**src/atg_axi_pkg.sv**
```systemverilog
`default_nettype none

package atg_axi_pkg;

	// Datapath geometry, fixed at 64 narrow over 256 wide
	localparam int NARROW_W   = 64;             // Master side data
	localparam int WIDE_W     = 4 * NARROW_W;   // Memory port data
	localparam int LANE_W     = NARROW_W / 2;   // Interleave unit and fold width
	localparam int LANE_STRB_W = LANE_W / 8;    // Strobe bits per lane

	// AXI sideband and address widths
	localparam int ID_W       = 4;
	localparam int APP_ADDR_W = 27;             // App word address
	localparam int AXI_ADDR_W = APP_ADDR_W + 2; // Byte address

	typedef logic [NARROW_W-1:0]   narrow_data_t;
	typedef logic [WIDE_W-1:0]     wide_data_t;
	typedef logic [NARROW_W/8-1:0] narrow_strb_t;
	typedef logic [WIDE_W/8-1:0]   wide_strb_t;
	typedef logic [LANE_W-1:0]     fold_t;
	typedef logic [ID_W-1:0]       axi_id_t;
	typedef logic [1:0]            axi_resp_t;
	typedef logic [APP_ADDR_W-1:0] app_addr_t;
	typedef logic [AXI_ADDR_W-1:0] axi_addr_t;

	// Narrow write beat from the master, 72 bits
	typedef struct packed {
		narrow_data_t data;
		narrow_strb_t strb;
	} wr_beat_t;

	// Widened write beat toward memory, 288 bits
	typedef struct packed {
		wide_data_t data;
		wide_strb_t strb;
	} wide_wr_beat_t;

	// Wide read beat from memory, 263 bits
	typedef struct packed {
		axi_id_t    id;
		axi_resp_t  resp;
		logic       last;
		wide_data_t data;
	} wide_rd_beat_t;

	// Narrow read beat back to the master, 71 bits
	typedef struct packed {
		axi_id_t      id;
		axi_resp_t    resp;
		logic         last;
		narrow_data_t data;
	} rd_beat_t;

endpackage

`default_nettype wire

```
**src/rd_capture.sv**
```systemverilog
`timescale 1ns/1ps
`default_nettype none

// First read stage. Registers the raw wide beat so the fold logic
// starts from a flop and not from the memory side pins.
module rd_capture
(
	input  wire logic                       i_clk,
	input  wire logic                       i_rst,
	input  wire atg_axi_pkg::wide_rd_beat_t i_rd,
	input  wire logic                       i_rd_valid,
	output atg_axi_pkg::wide_rd_beat_t      o_beat,
	output logic                            o_valid
);

	import atg_axi_pkg::*;

	wide_rd_beat_t beat_q; // Captured beat with sidebands
	logic          valid_q;

	always_ff @(posedge i_clk or posedge i_rst)
	begin
		if (i_rst)
		begin
			beat_q  <= '0;
			valid_q <= 1'b0;
		end
		else
		begin
			beat_q  <= i_rd; // Sampled every cycle, no stall
			valid_q <= i_rd_valid;
		end
	end

	assign o_beat  = beat_q;
	assign o_valid = valid_q;

endmodule

`default_nettype wire

```
**src/rd_fold.sv**
```systemverilog
`timescale 1ns/1ps
`default_nettype none

module rd_fold
(
	input  wire logic                       i_clk,
	input  wire logic                       i_rst,
	input  wire atg_axi_pkg::wide_rd_beat_t i_beat,
	input  wire logic                       i_valid,
	output atg_axi_pkg::rd_beat_t           o_beat,
	output atg_axi_pkg::fold_t              o_fold,
	output logic                            o_valid
);

	import atg_axi_pkg::*;

	narrow_data_t g0;      // Lanes 2 and 0, the narrow beat itself
	narrow_data_t g1;      // Lanes 3 and 1
	narrow_data_t g2;      // Lanes 6 and 4
	narrow_data_t g3;      // Lanes 7 and 5
	narrow_data_t xn_lo;   // Lower group pair compared
	narrow_data_t xn_hi;   // Upper group pair compared
	narrow_data_t xn_all;
	fold_t        fold_d;  // Halves of xn_all compared

	// Regroup the interleaved 32-bit lanes into 64-bit groups
	assign g0 = {i_beat.data[3*LANE_W-1:2*LANE_W], i_beat.data[LANE_W-1:0]};
	assign g1 = {i_beat.data[4*LANE_W-1:3*LANE_W], i_beat.data[2*LANE_W-1:LANE_W]};
	assign g2 = {i_beat.data[7*LANE_W-1:6*LANE_W], i_beat.data[5*LANE_W-1:4*LANE_W]};
	assign g3 = {i_beat.data[8*LANE_W-1:7*LANE_W], i_beat.data[6*LANE_W-1:5*LANE_W]};

	// XNOR tree, all ones when the four groups agree
	assign xn_lo  = ~(g1 ^ g0);
	assign xn_hi  = ~(g3 ^ g2);
	assign xn_all = ~(xn_lo ^ xn_hi);
	assign fold_d = ~(xn_all[NARROW_W-1:LANE_W] ^ xn_all[LANE_W-1:0]);

	always_ff @(posedge i_clk or posedge i_rst)
	begin
		if (i_rst)
		begin
			o_beat  <= '0;
			o_fold  <= '0;
			o_valid <= 1'b0;
		end
		else
		begin
			o_beat.id   <= i_beat.id;
			o_beat.resp <= i_beat.resp;
			o_beat.last <= i_beat.last;
			o_beat.data <= g0; // Narrow lane carried beside the fold
			o_fold      <= fold_d;
			o_valid     <= i_valid;
		end
	end

endmodule

`default_nettype wire

```
**src/rd_restore.sv**
```systemverilog
`timescale 1ns/1ps
`default_nettype none

module rd_restore
(
	input  wire logic                  i_clk,
	input  wire logic                  i_rst,
	input  wire atg_axi_pkg::rd_beat_t i_beat,
	input  wire atg_axi_pkg::fold_t    i_fold,
	input  wire logic                  i_valid,
	output atg_axi_pkg::rd_beat_t      o_rd,
	output logic                       o_rd_valid
);

	import atg_axi_pkg::*;

	logic         fold_same; // Every fold bit set
	narrow_data_t data_d;

	assign fold_same = &i_fold;

	// A fully matching fold marks the beat as stored inverted
	assign data_d = fold_same ? ~i_beat.data : i_beat.data;

	always_ff @(posedge i_clk or posedge i_rst)
	begin
		if (i_rst)
		begin
			o_rd       <= '0;
			o_rd_valid <= 1'b0;
		end
		else
		begin
			o_rd.id    <= i_beat.id; // Id kept with its beat
			o_rd.resp  <= i_beat.resp;
			o_rd.last  <= i_beat.last;
			o_rd.data  <= data_d;
			o_rd_valid <= i_valid;
		end
	end

endmodule

`default_nettype wire

```
**src/axi_width_adapter.sv**
```systemverilog
`timescale 1ns/1ps
`default_nettype none

// Width adapter between a 64-bit AXI master and a 256-bit memory port.
// Writes are widened by lane repetition with no latency, reads go through
// a three stage pipeline and come out three cycles after they arrive.
module axi_width_adapter
(
	input  wire logic                       i_clk,
	input  wire logic                       i_rst,
	input  wire atg_axi_pkg::wr_beat_t      i_wr,
	output wire atg_axi_pkg::wide_wr_beat_t o_wide_wr,
	input  wire atg_axi_pkg::app_addr_t     i_app_addr,
	output wire atg_axi_pkg::axi_addr_t     o_axi_addr,
	input  wire atg_axi_pkg::wide_rd_beat_t i_rd,
	input  wire logic                       i_rd_valid,
	output wire atg_axi_pkg::rd_beat_t      o_rd,
	output wire logic                       o_rd_valid,
	input  wire logic                       i_rready,
	output wire logic                       o_rready
);

	import atg_axi_pkg::*;

	logic [LANE_W-1:0]      wr_lo;      // Low half of narrow write data
	logic [LANE_W-1:0]      wr_hi;      // High half of narrow write data
	logic [LANE_STRB_W-1:0] strb_lo;
	logic [LANE_STRB_W-1:0] strb_hi;

	wide_rd_beat_t          cap_beat;   // Stage 0 to stage 1
	logic                   cap_valid;
	rd_beat_t               fold_beat;  // Stage 1 to stage 2
	fold_t                  fold_val;
	logic                   fold_valid;

	assign wr_lo   = i_wr.data[LANE_W-1:0];
	assign wr_hi   = i_wr.data[NARROW_W-1:LANE_W];
	assign strb_lo = i_wr.strb[LANE_STRB_W-1:0];
	assign strb_hi = i_wr.strb[2*LANE_STRB_W-1:LANE_STRB_W];

	// Lane 7 down to lane 0 is H,H,L,L,H,H,L,L
	assign o_wide_wr.data = {wr_hi, wr_hi, wr_lo, wr_lo,
	                         wr_hi, wr_hi, wr_lo, wr_lo};
	assign o_wide_wr.strb = {strb_hi, strb_hi, strb_lo, strb_lo,
	                         strb_hi, strb_hi, strb_lo, strb_lo};

	assign o_axi_addr = {i_app_addr, 2'b00}; // Word to byte address

	// Master owns back-pressure, pipeline never waits on it
	assign o_rready = i_rready;

	rd_capture u_rd_capture
	(
		.i_clk      (i_clk),
		.i_rst      (i_rst),
		.i_rd       (i_rd),
		.i_rd_valid (i_rd_valid),
		.o_beat     (cap_beat),
		.o_valid    (cap_valid)
	);

	rd_fold u_rd_fold
	(
		.i_clk   (i_clk),
		.i_rst   (i_rst),
		.i_beat  (cap_beat),
		.i_valid (cap_valid),
		.o_beat  (fold_beat),
		.o_fold  (fold_val),
		.o_valid (fold_valid)
	);

	rd_restore u_rd_restore
	(
		.i_clk      (i_clk),
		.i_rst      (i_rst),
		.i_beat     (fold_beat),
		.i_fold     (fold_val),
		.i_valid    (fold_valid),
		.o_rd       (o_rd),
		.o_rd_valid (o_rd_valid)
	);

endmodule

`default_nettype wire

```
**config.mk**
```make
export PLATFORM = sky130hd
export DESIGN_NAME = axi_width_adapter
export DESIGN_NICKNAME = d
export VERILOG_FILES = /design/src/atg_axi_pkg.sv /design/src/rd_capture.sv /design/src/rd_fold.sv /design/src/rd_restore.sv /design/src/axi_width_adapter.sv
export SDC_FILE = /design/constraint.sdc
export NUM_CORES = 1
export LEC_CHECK = 0
export ABC_AREA = 1
export BUFFER_PORTS_ARGS = -buffer_cell sky130_fd_sc_hd__buf_2
export CAP_MARGIN = 40
export CORE_AREA = 2 2 297 299
export CTS_CLUSTER_SIZE = 25
export DETAILED_ROUTE_END_ITERATION = 16
export DIE_AREA = 0 0 299 301
export GPL_ROUTABILITY_DRIVEN = 0
export PLACE_DENSITY = 0.4
export SLEW_MARGIN = 10
export SYNTH_ARGS = -nofsm -noshare
export SYNTH_HDL_FRONTEND = slang
export SYNTH_HIERARCHICAL = 1
export SYNTH_SLANG_ARGS = --single-unit
```
**constraint.sdc**
```tcl
create_clock -name i_clk -period 12.39 [get_ports i_clk]
set_input_delay 3.717 -clock i_clk [delete_from_list [all_inputs] [get_ports i_clk]]
set_output_delay 3.717 -clock i_clk [all_outputs]
set_load 0.05 [all_outputs]
```
==> insert_results.sql <==
INSERT INTO impl_metrics (metric_group, metric, value, unit) VALUES
('clock_tree', 'clock-sinks', '440', ''),
('critical_path', 'crit_required', '8.67', 'ns'),
('final_layout', 'most_common_cell_after_layout_fill_and_taps_aside', 'sky130_fd_sc_hd__nand2_1', ''),
('clock_tree', 'number_of_clock_buffers_inserted_by_tritoncts', '53', ''),
('die', 'dieWidth', '299', 'um'),
('final_layout', 'multi_input_area', '4510', 'um^2'),
('drt', 'drt_first_iter_violations', '526', ''),
('global_routing', 'largest_net_degree_at_the_start_of_global_routing', '157', ''),
('clock_tree', 'postCtsHoldBufs', '0', ''),
('synthesis', 'synthesized_flop_and_latch_total', '440', ''),
('critical_path', 'critical_path.max_fanout', '4', ''),
('global_routing', 'grt_pass1_wl', '89.2', 'mm'),
('final_layout', 'fill_cells', '9283', ''),
('synthesis', 'synth_enable_flop_cells', '0', ''),
('timing', 'hold_violations', '0', ''),
('die', 'die_area', '90000', 'um^2'),
('critical_path', 'worstSetupStartpointType', 'primary input', ''),
('timing', 'report.final.slew_viol_count', '0', ''),
('synthesis', 'syn_inst', '2253', ''),
('die', 'die_height', '301', 'um'),
('timing', 'timing.fmax', '0.134', 'GHz'),
('die', 'initial_util', '22.6', '%'),
('timing', 'rsz0062_at_grt', 'no', ''),
('synthesis', 'synth_async_sr_flop_share', '100', '%'),
('drt', 'drt_first_pass_iters', '5', ''),
('global_routing', 'gr-total-overflow', '0', ''),
('synthesis', 'yosysWarningCount', '6', ''),
('clock_tree', 'cts-root-buf', 'sky130_fd_sc_hd__clkbuf_16', ''),
('die', 'fp-row-count', '108', ''),
('final_layout', 'design.final.nets', '2684', ''),
('timing', 'worst_tran_pin_value', '1.13', 'ns'),
('drt', 'drc_errors', '0', ''),
('synthesis', 'synth_cell_type_count', '13', ''),
('pwr', 'power_density', '157', 'nW/um^2'),
('global_routing', 'global_route.usage.total', '13.9', '%'),
('clock_tree', 'post_cts_resize_count', '0', ''),
('critical_path', 'timing.critical_path.arrival', '3.76', 'ns'),
('synthesis', 'synth_top_flop_cell', 'sky130_fd_sc_hd__dfrtp_1', ''),
('final_layout', 'n_antenna_cell', '0', ''),
('drt', 'detail_route.vias_per_cell', '3.71', ''),
('timing', 'period_minus_slack', '7.47', 'ns'),
('global_routing', 'grt_antenna_before_repair', '9', ''),
('timing', 'maxSlewHeadroom', '24.8', '%'),
('critical_path', 'timing.reg2reg.setup_slack', '9.82', 'ns'),
('synthesis', 'seq_area_frac_synth', '56.4', '%'),
('final_layout', 'layout-drive-gt1-share', '18.4', '%'),
('die', 'ios', '756', ''),
('final_layout', 'layout-area-overhead-vs-synth', '12.2', '%'),
('critical_path', 'worstSetupEndpointType', 'output port', ''),
('clock_tree', 'clkLatencyLatePin', '0.61', 'ns'),
('clock_tree', 'cts_tree', 'done', ''),
('drt', 'post_drt_wl_per_cell', '18.3', 'um'),
('drt', 'finalWirelength', '64.4', 'mm'),
('final_layout', 'seq_area', '11000', 'um^2'),
('placement', 'detailed_place.area', '20100', 'um^2'),
('timing', 'setup_total_negative_slack', '0', 'ns'),
('clock_tree', 'clk_pin_slew_worst_paths', '0.06', 'ns'),
('job', 'drv.max_cap_violation_count', '0', ''),
('synthesis', 'synth.cell_area', '19500', 'um^2'),
('placement', 'detailed_place_hpwl', '49.3', 'mm'),
('min_path', 'hold_path.class', 'flop to flop', ''),
('die', 'core_area', '86500', 'um^2'),
('drt', 'routed-via-count', '13000', ''),
('timing', 'min_period_over_period', '60.3', '%'),
('timing', 'timing.clock.skew', '0.0302', 'ns'),
('clock_tree', 'cts.repair_timing.setup_buffer_count', '0', ''),
('drt', 'ant_nets', '0', ''),
('timing', 'hold_ws', '0.346', 'ns'),
('status', 'status', 'complete, no violations', ''),
('final_layout', 'finish.instance_area', '21900', 'um^2'),
('clock_tree', 'ctsLongestPathBuffers', '3', ''),
('placement', 'port-buffer-count', '337', ''),
('pwr', 'vdd_drop_max', '120', 'uV'),
('pwr', 'static-leakage-power', '0.0124', 'uW'),
('critical_path', 'timing_worst_setup_path_type', 'primary input to output port', ''),
('synthesis', 'synthesis.area_per_instance', '8.66', 'um^2'),
('timing', 'final-setup-viol-count', '0', ''),
('final_layout', 'layout_common_cells', '916 x sky130_fd_sc_hd__nand2_1, 440 x sky130_fd_sc_hd__dfrtp_1, 352 x sky130_fd_sc_hd__inv_1', ''),
('global_routing', 'grt_pass1_vias', '12900', ''),
('clock_tree', 'cts.htree.levels', '2', '');
==> per-layer routing <==
metal	global-route usage, %	vias up	share of wire, %
met5	3.76	-	0.84
met4	3.76	22	2.3
met3	9.05	111	14
met2	24.3	728	50
met1	13.1	5808	33
li1	-	6364	-
==> worst paths after layout <==
kind,startpoint,end,cells after the start
setup / recovery,i_wr[31],o_wide_wr[87],0
hold / removal,u_rd_capture/o_beat[257]$_DFF_PP0_,u_rd_fold/o_beat[65]$_DFF_PP0_,0
setup reg to reg,u_rd_fold/o_fold[30]$_DFF_PP0_,u_rd_restore/o_rd[13]$_DFF_PP0_,8
hold reg to reg,u_rd_capture/o_beat[257]$_DFF_PP0_,u_rd_fold/o_beat[65]$_DFF_PP0_,0
max in group asynchronous,i_rst,u_rd_capture/o_beat[140]$_DFF_PP0_,3
min in group asynchronous,i_rst,u_rd_capture/o_beat[18]$_DFF_PP0_,2
==> through the flow <==
stage | std cells | total power, uW | utilization [%] | setup slack [ns]
after global placement | 3415 | 1910 | 23.2 | 4.92
final | 3511 | 3430 | 25.3 | 4.92
after detailed placement | 3418 | 1910 | 23.3 | 4.92
after floorplan | 2254 | 2060 | - | 1.40
after global routing | 3511 | 3610 | 25.3 | 4.93
after CTS | 3511 | 3510 | 25.3 | 4.92
==> synth_stat cells, types with 2 or more instances <==
master / instances / area (um^2)
sky130_fd_sc_hd__dfrtp_1: 440 / 11000
sky130_fd_sc_hd__xnor2_1: 32 / 280
sky130_fd_sc_hd__nor2_2: 2 / 12.5
sky130_fd_sc_hd__nand3_1: 96 / 480
sky130_fd_sc_hd__buf_6: 7 / 78.8
sky130_fd_sc_hd__nor2_1: 72 / 270
sky130_fd_sc_hd__clkbuf_8: 6 / 82.6
sky130_fd_sc_hd__buf_4: 319 / 2390
sky130_fd_sc_hd__inv_1: 355 / 1330
sky130_fd_sc_hd__nand2_1: 916 / 3440
sky130_fd_sc_hd__buf_12: 6 / 120
==> flip-flops by register name (all words and copies together) (netlist names) <==
signal and cells:
u_rd_fold/o_beat 71, u_rd_restore/o_rd_valid 1, u_rd_fold/o_fold 32, u_rd_restore/o_rd 71, u_rd_capture/o_beat 263, u_rd_capture/o_valid 1, u_rd_fold/o_valid 1
==> worst register-to-register path, cell delays in order (launching register included) <==
cell and delay (ns):
sky130_fd_sc_hd__dfrtp_1 0.32, sky130_fd_sc_hd__nand2_1 0.06, sky130_fd_sc_hd__nor2_1 0.14, sky130_fd_sc_hd__nand2_1 0.18, sky130_fd_sc_hd__nor2_4 0.23, sky130_fd_sc_hd__buf_4 0.38
sky130_fd_sc_hd__buf_4 0.60, sky130_fd_sc_hd__nand3_1 0.23, sky130_fd_sc_hd__nand2_1 0.28
==> cell type report <==
type,instances,area share (%)
well taps,1155,6.60
clock buffers,78,7.04
repair buffers,347,8.38
flip-flops and latches,440,50.3
multi-input cells,1121,20.6
inverters,355,6.16
clock inverters,15,0.898
==> report_power, final <==
| group | leakage (uW) | internal, uW | switching (uW) |
|---|---|---|---|
| Combinational | 0.00638 | 104 | 200 |
| Clock | 0.000851 | 922 | 630 |
| Sequential | 0.00514 | 1520 | 51.3 |
| Total | 0.0124 | 2550 | 881 |
==> cells by family after synthesis <==
family,count (synthesis),share of synthesized area (%)
and+or+nand+nor,1087,21.6
xor gates and xnor gates,32,1.44
DFF,440,56.4
other,1,0.0192
buffers and inverters,693,20.5
(Power assumes the default switching activity.)
